<file path="config.mk">
export PLATFORM = sky130hd
export DESIGN_NAME = rdma_reg_top
export DESIGN_NICKNAME = d
export VERILOG_FILES = /design/src/design/rdma_reg_pkg.sv /design/src/design/csb_req_decode.sv /design/src/design/csb_resp_pack.sv /design/src/design/layer_cfg_group.sv /design/src/design/pingpong_ctrl.sv /design/src/design/ptr_status_group.sv /design/src/design/rdma_reg_top.sv /design/src/design/reg_access_route.sv
export SDC_FILE = /design/constraint.sdc
export NUM_CORES = 1
export LEC_CHECK = 0
export ABC_AREA = 1
export BUFFER_PORTS_ARGS = -buffer_cell sky130_fd_sc_hd__buf_4
export CORE_MARGIN = 10
export CORE_UTILIZATION = 30
export CTS_BUF_LIST = sky130_fd_sc_hd__clkbuf_4
export CTS_CLUSTER_DIAMETER = 30
export DETAILED_ROUTE_END_ITERATION = 10
export PLACE_DENSITY = 0.56
export SYNTH_ARGS = -nofsm -noshare
export SYNTH_HDL_FRONTEND = slang
export SYNTH_SLANG_ARGS = --single-unit
</file>
<file path="constraint.sdc">
create_clock -name autosa_core_clk -period 3.88 [get_ports autosa_core_clk]
set_input_delay 0.194 -clock autosa_core_clk [delete_from_list [all_inputs] [get_ports autosa_core_clk]]
set_output_delay 0.194 -clock autosa_core_clk [all_outputs]
set_load 0.05 [all_outputs]
</file>
<file path="src/design/rdma_reg_pkg.sv">
/* rdma register block shared definitions: widths, packet and register types,
   group status enum, csb packet fields, register offsets and layout */
package rdma_reg_pkg;

  //////////////////////////////////////////////////
  // widths
  localparam int CSB_REQ_W    = 63;
  localparam int CSB_RESP_W   = 34;
  localparam int CSB_ADDR_W   = 22;  // word address
  localparam int REG_OFFSET_W = 12;  // 4 KB byte space
  localparam int REG_DATA_W   = 32;
  localparam int CUBE_DIM_W   = 13;

  typedef logic [CSB_REQ_W-1:0]    csb_req_pd_t;
  typedef logic [CSB_RESP_W-1:0]   csb_resp_pd_t;
  typedef logic [CSB_ADDR_W-1:0]   csb_addr_t;
  typedef logic [REG_OFFSET_W-1:0] reg_offset_t;
  typedef logic [REG_DATA_W-1:0]   reg_data_t;
  typedef logic [CUBE_DIM_W-1:0]   cube_dim_t;

  // per-group status seen by software
  typedef enum logic [1:0] {
    IDLE    = 2'd0,
    RUNNING = 2'd1,
    PENDING = 2'd2
  } grp_status_e;

  //////////////////////////////////////////////////
  // csb packet fields
  localparam int REQ_WDAT_LSB    = 22;  // wdat in 53..22
  localparam int REQ_WRITE_BIT   = 54;
  localparam int REQ_NPOSTED_BIT = 55;  // 62..56 not used

  localparam logic RESP_TYPE_RD = 1'b0;
  localparam logic RESP_TYPE_WR = 1'b1;

  //////////////////////////////////////////////////
  // register map
  localparam reg_offset_t PTR_OFFS          = 12'h000;
  localparam reg_offset_t STATUS_OFFS       = 12'h004;
  localparam reg_offset_t OP_ENABLE_OFFS    = 12'h008;
  localparam reg_offset_t WIDTH_OFFS        = 12'h00C;
  localparam reg_offset_t HEIGHT_OFFS       = 12'h010;
  localparam reg_offset_t CHANNEL_OFFS      = 12'h014;
  localparam reg_offset_t SRC_BASE_LOW_OFFS = 12'h018;
  localparam reg_offset_t LINE_STRIDE_OFFS  = 12'h01C;
  localparam reg_offset_t DUAL_BASE_OFFS    = 12'h008;  // first ping-pong offset

  localparam int PTR_CONSUMER_BIT = 16;  // producer sits in bit 0
  localparam int STATUS_1_LSB     = 16;  // status_0 sits in 1..0

  localparam int OP_EN_DELAY = 3;  // op_en to datapath latency

endpackage

</file>
<file path="src/design/csb_req_decode.sv">
/* csb request stage: registers the strobe and packet,
   unpacks them into register access strobes */
module csb_req_decode import rdma_reg_pkg::*; (
  input  logic        autosa_core_clk,
  input  logic        autosa_core_rstn,
  input  logic        csb2cdp_rdma_req_pvld,
  input  csb_req_pd_t csb2cdp_rdma_req_pd,
  output logic        csb2cdp_rdma_req_prdy,
  output logic        reg_wr_en,
  output logic        reg_rd_en,
  output logic        reg_nposted,
  output reg_offset_t reg_offset,
  output reg_data_t   reg_wr_data
);

  logic        req_pvld_q;
  csb_req_pd_t req_pd_q;
  csb_addr_t   req_addr;
  logic        req_write;

  always_ff @(posedge autosa_core_clk or negedge autosa_core_rstn) begin
    if (!autosa_core_rstn) begin
      req_pvld_q <= 1'b0;
    end else begin
      req_pvld_q <= csb2cdp_rdma_req_pvld;  // one cycle strobe
    end
  end

  // packet captured only with its strobe
  always_ff @(posedge autosa_core_clk) begin
    if (csb2cdp_rdma_req_pvld) begin
      req_pd_q <= csb2cdp_rdma_req_pd;
    end
  end

  // unpack
  assign req_addr    = req_pd_q[CSB_ADDR_W-1:0];
  assign req_write   = req_pd_q[REQ_WRITE_BIT];
  assign reg_nposted = req_pd_q[REQ_NPOSTED_BIT];
  assign reg_wr_data = req_pd_q[REQ_WDAT_LSB +: REG_DATA_W];

  // word address to byte offset, upper bits outside 4 KB dropped
  assign reg_offset = {req_addr[REG_OFFSET_W-3:0], 2'b00};

  assign reg_wr_en = req_pvld_q & req_write;
  assign reg_rd_en = req_pvld_q & ~req_write;

  assign csb2cdp_rdma_req_prdy = 1'b1;  // never back-pressures

  a_req_pvld_known: assert property (@(posedge autosa_core_clk) disable iff (!autosa_core_rstn)
    !$isunknown(csb2cdp_rdma_req_pvld))
    else $error("csb request valid is X");

endmodule

</file>
<file path="src/design/csb_resp_pack.sv">
/* csb response stage: read and non-posted write response packets */
module csb_resp_pack import rdma_reg_pkg::*; (
  input  logic         autosa_core_clk,
  input  logic         autosa_core_rstn,
  input  logic         reg_rd_en,
  input  logic         reg_wr_en,
  input  logic         reg_nposted,
  input  reg_data_t    reg_rd_data,
  output logic         cdp_rdma2csb_resp_valid,
  output csb_resp_pd_t cdp_rdma2csb_resp_pd
);

  logic wr_resp;

  assign wr_resp = reg_wr_en & reg_nposted;  // posted writes stay silent

  always_ff @(posedge autosa_core_clk or negedge autosa_core_rstn) begin
    if (!autosa_core_rstn) begin
      cdp_rdma2csb_resp_valid <= 1'b0;
    end else begin
      cdp_rdma2csb_resp_valid <= reg_rd_en | wr_resp;
    end
  end

  // {type, error, data}, error never raised
  always_ff @(posedge autosa_core_clk) begin
    if (reg_rd_en) begin
      cdp_rdma2csb_resp_pd <= {RESP_TYPE_RD, 1'b0, reg_rd_data};
    end else if (wr_resp) begin
      cdp_rdma2csb_resp_pd <= {RESP_TYPE_WR, 1'b0, {REG_DATA_W{1'b0}}};
    end
  end

endmodule

</file>
<file path="src/design/layer_cfg_group.sv">
/* one ping-pong copy of the layer configuration:
   cube dims, source base and line stride, op_en trigger */
module layer_cfg_group import rdma_reg_pkg::*; (
  input  logic        autosa_core_clk,
  input  logic        autosa_core_rstn,
  input  logic        wr_en,
  input  reg_offset_t reg_offset,
  input  reg_data_t   reg_wr_data,
  input  logic        op_en,
  output logic        op_en_set,
  output cube_dim_t   width,
  output cube_dim_t   height,
  output cube_dim_t   channel,
  output reg_data_t   src_base_addr_low,
  output reg_data_t   src_line_stride,
  output reg_data_t   rd_data
);

  //////////////////////////////////////////////////
  // config fields
  always_ff @(posedge autosa_core_clk or negedge autosa_core_rstn) begin
    if (!autosa_core_rstn) begin
      width             <= '0;
      height            <= '0;
      channel           <= '0;
      src_base_addr_low <= '0;
      src_line_stride   <= '0;
    end else if (wr_en) begin
      case (reg_offset)
        WIDTH_OFFS:        width             <= reg_wr_data[CUBE_DIM_W-1:0];  // truncated
        HEIGHT_OFFS:       height            <= reg_wr_data[CUBE_DIM_W-1:0];
        CHANNEL_OFFS:      channel           <= reg_wr_data[CUBE_DIM_W-1:0];
        SRC_BASE_LOW_OFFS: src_base_addr_low <= reg_wr_data;
        LINE_STRIDE_OFFS:  src_line_stride   <= reg_wr_data;
        default: ;
      endcase
    end
  end

  // op_en itself lives in the ping-pong control
  assign op_en_set = wr_en & (reg_offset == OP_ENABLE_OFFS) & reg_wr_data[0];

  //////////////////////////////////////////////////
  // readback
  always_comb begin
    rd_data = '0;
    case (reg_offset)
      OP_ENABLE_OFFS:    rd_data[0] = op_en;
      WIDTH_OFFS:        rd_data[CUBE_DIM_W-1:0] = width;
      HEIGHT_OFFS:       rd_data[CUBE_DIM_W-1:0] = height;
      CHANNEL_OFFS:      rd_data[CUBE_DIM_W-1:0] = channel;
      SRC_BASE_LOW_OFFS: rd_data = src_base_addr_low;
      LINE_STRIDE_OFFS:  rd_data = src_line_stride;
      default: ;  // unmapped reads 0
    endcase
  end

endmodule

</file>
<file path="src/design/pingpong_ctrl.sv">
/* ping-pong control: consumer pointer, per-group op_en bits,
   op_en delay pipe to the datapath, consumer field mux */
module pingpong_ctrl import rdma_reg_pkg::*; (
  input  logic      autosa_core_clk,
  input  logic      autosa_core_rstn,
  input  logic      dp2reg_done,
  input  logic      d0_op_en_set,
  input  logic      d1_op_en_set,
  input  cube_dim_t d0_width,
  input  cube_dim_t d0_height,
  input  cube_dim_t d0_channel,
  input  reg_data_t d0_src_base_addr_low,
  input  reg_data_t d0_src_line_stride,
  input  cube_dim_t d1_width,
  input  cube_dim_t d1_height,
  input  cube_dim_t d1_channel,
  input  reg_data_t d1_src_base_addr_low,
  input  reg_data_t d1_src_line_stride,
  output logic      consumer,
  output logic      d0_op_en,
  output logic      d1_op_en,
  output logic      reg2dp_op_en,
  output cube_dim_t reg2dp_width,
  output cube_dim_t reg2dp_height,
  output cube_dim_t reg2dp_channel,
  output reg_data_t reg2dp_src_base_addr_low,
  output reg_data_t reg2dp_src_line_stride
);

  logic                   op_en_cur;   // op_en of the consumed group
  logic [OP_EN_DELAY-1:0] op_en_pipe;

  //////////////////////////////////////////////////
  // consumer and op_en bits
  always_ff @(posedge autosa_core_clk or negedge autosa_core_rstn) begin
    if (!autosa_core_rstn) begin
      consumer <= 1'b0;
      d0_op_en <= 1'b0;
      d1_op_en <= 1'b0;
    end else begin
      if (dp2reg_done) begin
        consumer <= ~consumer;  // move on to the other copy
      end
      if (d0_op_en_set) begin
        d0_op_en <= 1'b1;
      end else if (dp2reg_done && !consumer) begin
        d0_op_en <= 1'b0;  // layer on group 0 finished
      end
      if (d1_op_en_set) begin
        d1_op_en <= 1'b1;
      end else if (dp2reg_done && consumer) begin
        d1_op_en <= 1'b0;
      end
    end
  end

  //////////////////////////////////////////////////
  // op_en delay to datapath
  assign op_en_cur = consumer ? d1_op_en : d0_op_en;

  always_ff @(posedge autosa_core_clk or negedge autosa_core_rstn) begin
    if (!autosa_core_rstn) begin
      op_en_pipe <= '0;
    end else if (dp2reg_done) begin
      op_en_pipe <= '0;  // drop right away, refill from new consumer
    end else begin
      op_en_pipe <= {op_en_pipe[OP_EN_DELAY-2:0], op_en_cur};
    end
  end

  assign reg2dp_op_en = op_en_pipe[OP_EN_DELAY-1];

  // field mux by consumer
  assign reg2dp_width             = consumer ? d1_width : d0_width;
  assign reg2dp_height            = consumer ? d1_height : d0_height;
  assign reg2dp_channel           = consumer ? d1_channel : d0_channel;
  assign reg2dp_src_base_addr_low = consumer ? d1_src_base_addr_low : d0_src_base_addr_low;
  assign reg2dp_src_line_stride   = consumer ? d1_src_line_stride : d0_src_line_stride;

  a_done_known: assert property (@(posedge autosa_core_clk) disable iff (!autosa_core_rstn)
    !$isunknown(dp2reg_done))
    else $error("dp2reg_done is X");

endmodule

</file>
<file path="src/design/ptr_status_group.sv">
/* general register group: producer pointer register,
   read-only pointer and status words */
module ptr_status_group import rdma_reg_pkg::*; (
  input  logic        autosa_core_clk,
  input  logic        autosa_core_rstn,
  input  logic        wr_en,
  input  reg_offset_t reg_offset,
  input  reg_data_t   reg_wr_data,
  input  logic        consumer,
  input  logic        d0_op_en,
  input  logic        d1_op_en,
  output logic        producer,
  output reg_data_t   rd_data
);

  grp_status_e status_0;
  grp_status_e status_1;

  // producer is the only writable bit here
  always_ff @(posedge autosa_core_clk or negedge autosa_core_rstn) begin
    if (!autosa_core_rstn) begin
      producer <= 1'b0;
    end else if (wr_en && (reg_offset == PTR_OFFS)) begin
      producer <= reg_wr_data[0];
    end
  end

  // enabled group waits while datapath works on the other one
  assign status_0 = !d0_op_en ? IDLE : (consumer ? PENDING : RUNNING);
  assign status_1 = !d1_op_en ? IDLE : (!consumer ? PENDING : RUNNING);

  always_comb begin
    rd_data = '0;
    case (reg_offset)
      PTR_OFFS: begin
        rd_data[0]                = producer;
        rd_data[PTR_CONSUMER_BIT] = consumer;  // read only
      end
      STATUS_OFFS: begin
        rd_data[1:0]               = status_0;
        rd_data[STATUS_1_LSB +: 2] = status_1;
      end
      default: ;  // unmapped reads 0
    endcase
  end

endmodule

</file>
<file path="src/design/rdma_reg_top.sv">
/* rdma register block top: csb decode, routing, general group,
   two ping-pong config groups, ping-pong control, response stage */
module rdma_reg_top import rdma_reg_pkg::*; (
  input  logic         autosa_core_clk,
  input  logic         autosa_core_rstn,
  input  logic         csb2cdp_rdma_req_pvld,
  input  csb_req_pd_t  csb2cdp_rdma_req_pd,
  output logic         csb2cdp_rdma_req_prdy,
  output logic         cdp_rdma2csb_resp_valid,
  output csb_resp_pd_t cdp_rdma2csb_resp_pd,
  input  logic         dp2reg_done,
  output logic         reg2dp_op_en,
  output cube_dim_t    reg2dp_width,
  output cube_dim_t    reg2dp_height,
  output cube_dim_t    reg2dp_channel,
  output reg_data_t    reg2dp_src_base_addr_low,
  output reg_data_t    reg2dp_src_line_stride
);

  //////////////////////////////////////////////////
  // internal wires
  logic        reg_wr_en;
  logic        reg_rd_en;
  logic        reg_nposted;
  reg_offset_t reg_offset;
  reg_data_t   reg_wr_data;
  reg_data_t   reg_rd_data;
  logic        s_wr_en;
  logic        d0_wr_en;
  logic        d1_wr_en;
  reg_data_t   s_rd_data;
  reg_data_t   d0_rd_data;
  reg_data_t   d1_rd_data;
  logic        producer;
  logic        consumer;
  logic        d0_op_en;
  logic        d1_op_en;
  logic        d0_op_en_set;
  logic        d1_op_en_set;
  cube_dim_t   d0_width, d0_height, d0_channel;
  cube_dim_t   d1_width, d1_height, d1_channel;
  reg_data_t   d0_src_base_addr_low, d0_src_line_stride;
  reg_data_t   d1_src_base_addr_low, d1_src_line_stride;

  // request decode
  csb_req_decode u_csb_req_decode (
    .autosa_core_clk, .autosa_core_rstn,
    .csb2cdp_rdma_req_pvld, .csb2cdp_rdma_req_pd, .csb2cdp_rdma_req_prdy,
    .reg_wr_en, .reg_rd_en, .reg_nposted, .reg_offset, .reg_wr_data
  );

  // group select and write gating
  reg_access_route u_reg_access_route (
    .autosa_core_clk, .autosa_core_rstn,
    .reg_wr_en, .reg_offset, .producer, .d0_op_en, .d1_op_en,
    .s_rd_data, .d0_rd_data, .d1_rd_data,
    .s_wr_en, .d0_wr_en, .d1_wr_en, .reg_rd_data
  );

  ptr_status_group u_ptr_status_group (
    .autosa_core_clk, .autosa_core_rstn,
    .wr_en (s_wr_en), .reg_offset, .reg_wr_data,
    .consumer, .d0_op_en, .d1_op_en,
    .producer, .rd_data (s_rd_data)
  );

  //////////////////////////////////////////////////
  // ping-pong copies
  layer_cfg_group u_layer_cfg_d0 (
    .autosa_core_clk, .autosa_core_rstn,
    .wr_en (d0_wr_en), .reg_offset, .reg_wr_data,
    .op_en (d0_op_en), .op_en_set (d0_op_en_set),
    .width (d0_width), .height (d0_height), .channel (d0_channel),
    .src_base_addr_low (d0_src_base_addr_low), .src_line_stride (d0_src_line_stride),
    .rd_data (d0_rd_data)
  );

  layer_cfg_group u_layer_cfg_d1 (
    .autosa_core_clk, .autosa_core_rstn,
    .wr_en (d1_wr_en), .reg_offset, .reg_wr_data,
    .op_en (d1_op_en), .op_en_set (d1_op_en_set),
    .width (d1_width), .height (d1_height), .channel (d1_channel),
    .src_base_addr_low (d1_src_base_addr_low), .src_line_stride (d1_src_line_stride),
    .rd_data (d1_rd_data)
  );

  pingpong_ctrl u_pingpong_ctrl (
    .autosa_core_clk, .autosa_core_rstn,
    .dp2reg_done, .d0_op_en_set, .d1_op_en_set,
    .d0_width, .d0_height, .d0_channel, .d0_src_base_addr_low, .d0_src_line_stride,
    .d1_width, .d1_height, .d1_channel, .d1_src_base_addr_low, .d1_src_line_stride,
    .consumer, .d0_op_en, .d1_op_en, .reg2dp_op_en,
    .reg2dp_width, .reg2dp_height, .reg2dp_channel,
    .reg2dp_src_base_addr_low, .reg2dp_src_line_stride
  );

  // response
  csb_resp_pack u_csb_resp_pack (
    .autosa_core_clk, .autosa_core_rstn,
    .reg_rd_en, .reg_wr_en, .reg_nposted, .reg_rd_data,
    .cdp_rdma2csb_resp_valid, .cdp_rdma2csb_resp_pd
  );

endmodule

</file>
<file path="src/design/reg_access_route.sv">
/* register access routing: general vs ping-pong range decode,
   write gating by op_en and read data merge */
module reg_access_route import rdma_reg_pkg::*; (
  input  logic        autosa_core_clk,
  input  logic        autosa_core_rstn,
  input  logic        reg_wr_en,
  input  reg_offset_t reg_offset,
  input  logic        producer,
  input  logic        d0_op_en,
  input  logic        d1_op_en,
  input  reg_data_t   s_rd_data,
  input  reg_data_t   d0_rd_data,
  input  reg_data_t   d1_rd_data,
  output logic        s_wr_en,
  output logic        d0_wr_en,
  output logic        d1_wr_en,
  output reg_data_t   reg_rd_data
);

  logic sel_s;
  logic sel_d0;
  logic sel_d1;

  // general group below the dual base, else the producer's copy
  assign sel_s  = (reg_offset < DUAL_BASE_OFFS);
  assign sel_d0 = ~sel_s & ~producer;
  assign sel_d1 = ~sel_s & producer;

  assign s_wr_en  = reg_wr_en & sel_s;
  assign d0_wr_en = reg_wr_en & sel_d0 & ~d0_op_en;  // locked while enabled
  assign d1_wr_en = reg_wr_en & sel_d1 & ~d1_op_en;

  // one-hot select, unmapped reads give 0 from the groups
  assign reg_rd_data = ({REG_DATA_W{sel_s}} & s_rd_data)
                     | ({REG_DATA_W{sel_d0}} & d0_rd_data)
                     | ({REG_DATA_W{sel_d1}} & d1_rd_data);

  // software must not touch a copy the datapath owns
  a_no_wr_d0_busy: assert property (@(posedge autosa_core_clk) disable iff (!autosa_core_rstn)
    !(reg_wr_en && sel_d0 && d0_op_en))
    else $error("write to group 0 while its op_en is set");

  a_no_wr_d1_busy: assert property (@(posedge autosa_core_clk) disable iff (!autosa_core_rstn)
    !(reg_wr_en && sel_d1 && d1_op_en))
    else $error("write to group 1 while its op_en is set");

endmodule

</file>
==> results.yml <==
drt:
  drtPass1Iterations: 5
  drt_first_iter_violations: 988
  wl_met1_um: 20100
  vias_per_cell: 4.69
  num_vias: 12000
  top_layer_used: "met4"
  wl_per_cell_um: 17.5
  wl_met3_um: 3260
  routed_wl_um: 44900
  drcViolationCount: 0
  ant_nets: 0
  wl_met2_um: 20500
logic_synthesis:
  synth_edf_count: 76
  yosysTopAreaCell: "dfrtp_1"
  ys_warn_count: 0
  synth_fp_nets: 1712
  syn_avg_cell_area_um2: 8.21
  synth_seq_cells: 292
  syn_inst: 1645
  synth.most_common_cell: "nand2_1"
  synth_area_leaders: "dfrtp_1, edfxtp_1, nand2_1"
  yosys_most_used_dff: "dfrtp_1"
  synth.top_cell.area_share_pct: 39.9
  synth.top_cells.by_count: "nand2_1, o21ai_0, dfrtp_1"
  yosysSeqAreaShare_pct: 56.9
  synthDistinctLibCells: 28
  async_flop_share_pct: 73.6
  syn_area_mm2: 0.0135
global_route:
  grt_pass1_wl_um: 69500
  grt_max_degree: 112
  antenna_found_initial: 2
  gr-total-overflow: 0
  grt_usage_pct: 16.6
  grt_pass1_vias: 11800
floorplan:
  die_height_um: 232
  ioPinCount: 207
  start_util_pct: 30.5
  core_area_mm2: 0.0443
  rows: 77
  die_area_mm2: 0.0539
  die_x_um: 232
clocking:
  tritoncts: "done"
  cts-root-buf: "clkbuf_4"
  holdBufCountCts: 47
  clock_sinks: 292
  cts_max_level: 3
  ctsResizeCount: 0
  cts_buffers: 91
  cts_setup_buffers: 0
  insertion_delay_ns: 0.82
  clk_pin_slew_ns: 0.05
  max-clock-path-buffers: 3
place:
  place_inst: 2352
  dpl.hpwl_um: 29100
  portBuffers: 185
  gp_congestion: 0.843
worst_setup_path:
  cp_slowest_cell: "buf_4"
  regToRegEndpoint: "u_csb_resp_pack.cdp_rdma2csb_resp_pd[17]"
  crit_path_end_kind: "output port"
  crit_chain: "buf_4 > o21ai_0 > buf_4"
  path_max_fanout: 111
  crit_type: "reg2out"
  rr_worst_depth: 13
  r2r-start: "u_csb_req_decode.req_pd_q[5]"
  max_stage_delay_ns: 0.91
  cp.arrival_ns: 3.21
  rrSetupSlack_ns: 1.08
  required_ns: 3.69
  cpMostUsedCell: "buf_4"
  cp-start-kind: "flip-flop"
  critical_path.endpoint: "reg2dp_src_line_stride[1]"
  critPathLaunch: "u_pingpong_ctrl.consumer"
pwr:
  finalPower_uw: 6900
  power.density_mw_per_mm2: 404
  max-vdd-ir-drop_v: 0.000160
  p_leak_uw: 0.00777
worst_hold_path:
  hold_class: "in2async"
timing:
  fin_setup_tns_ns: 0
  hold_viol: 0
  layout_min_cycle_time_ns: 3.40
  slew-limit-headroom_pct: 23.0
  final-setup-viol-count: 0
  fmax_mhz: 294
  clock_skew_ns: 0.0676
  tightest_slew_ns: 1.15
  slew_viol_final: 0
  period_share_pct: 87.7
  rsz0062_at_grt: "false"
finish:
  fin_nets: 1967
  fin_cells: 2563
  area_growth_pct: 26.5
  fill_cells: 4633
  layout-drive-gt1-share_pct: 19.6
run:
  max_cap_viol_count: 0
status:
  status: "finished clean"
worst min-delay path by stage:
stage,to,cells past startpoint,startpoint,slack [ns]
after floorplan,u_csb_req_decode.req_pvld_q,0,autosa_core_rstn,-0.10
after global placement,u_csb_req_decode.req_pd_q[51],1,csb2cdp_rdma_req_pd[51],0.37
after detailed placement,u_csb_req_decode.req_pd_q[53],1,csb2cdp_rdma_req_pd[53],0.37
after CTS,u_csb_req_decode.req_pd_q[36],2,csb2cdp_rdma_req_pd[36],0.01
after global routing,u_csb_req_decode.req_pd_q[34],2,csb2cdp_rdma_req_pd[34],0.03
final,u_csb_resp_pack.cdp_rdma2csb_resp_valid,2,autosa_core_rstn,0.1
report_power, final:
part	switching, uW	internal (uW)	total (uW)	leakage, uW
Combinational	406	134	540	0.00332
Sequential	51.5	3240	3290	0.00375
Clock	1390	1680	3070	0.000699
Total	1850	5050	6900	0.00777
cell families after synthesis:
group,synth area share (%)
other,0.0556
AO/OA/AOI/OAI,13.9
buffers and inverters,7.84
flip-flops,56.9
AND/OR/NAND/NOR,21.3
worst max-delay path, delay by kind of cell, from the launching register on:
kind,cells,cell delay (ns)
compound gates,1,0.47
buf+inv,2,1.23
flops,1,0.72
per-layer routing:
layer  vias up  global-route usage [%]
li1       5838                       -
met1      5648                    22.2
met2       461                    25.6
met3        69                    3.73
met4         0                    6.43
met5         -                       0
registers in the layout, indices dropped and copies added, names as in the netlist, 32 cells and up:
signal	flops
u_csb_resp_pack.cdp_rdma2csb_resp_pd	33
u_layer_cfg_d1.src_line_stride	32
u_layer_cfg_d1.src_base_addr_low	32
u_csb_req_decode.req_pd_q	44
u_layer_cfg_d0.src_line_stride	32
u_layer_cfg_d0.src_base_addr_low	32
layout by cell type, fill, tap and decap left out, types with 3 or more instances in the layout:
cell	n
nand2_1	587
o21ai_0	296
dfrtp_1	214
buf_4	202
inv_1	169
clkbuf_4	138
edfxtp_1	76
nor2_1	51
nand3_1	50
dlygate4sd3_1	47
a21oi_1	30
o21ai_1	23
o22ai_1	19
clkinv_1	15
nand2_2	14
clkinv_2	7
inv_2	5
nand2_4	4
nor2_2	3
buf_12	3
through the flow:
step | worst slack, ns | util (%) | cell area [um2] | hold slack [ns]
2_1_floorplan | 1.61 | - | 13500 | -0.102
5_1_grt | 0.280 | 38.5 | 17100 | 0.0332
3_5_place_dp | 1.12 | 34.8 | 15400 | 0.373
3_3_place_gp | 1.10 | 34.8 | 15400 | 0.373
6_report | 0.476 | 38.5 | 17100 | 0.0990
4_1_cts | 0.429 | 38.5 | 17100 | 0.0139
final cells by class:
class	count	area, um2	area share [%]
timing repair buffer	253	2060	12.1
antenna	2	5.00	0.0293
sequential	292	7690	45.0
inverter	175	658	3.85
tap	592	741	4.34
clock buffer	138	1040	6.07
clock inverter	24	131	0.769
multi-input combinational	1087	4760	27.9
Note: power is estimated with default switching activity, not from simulation.
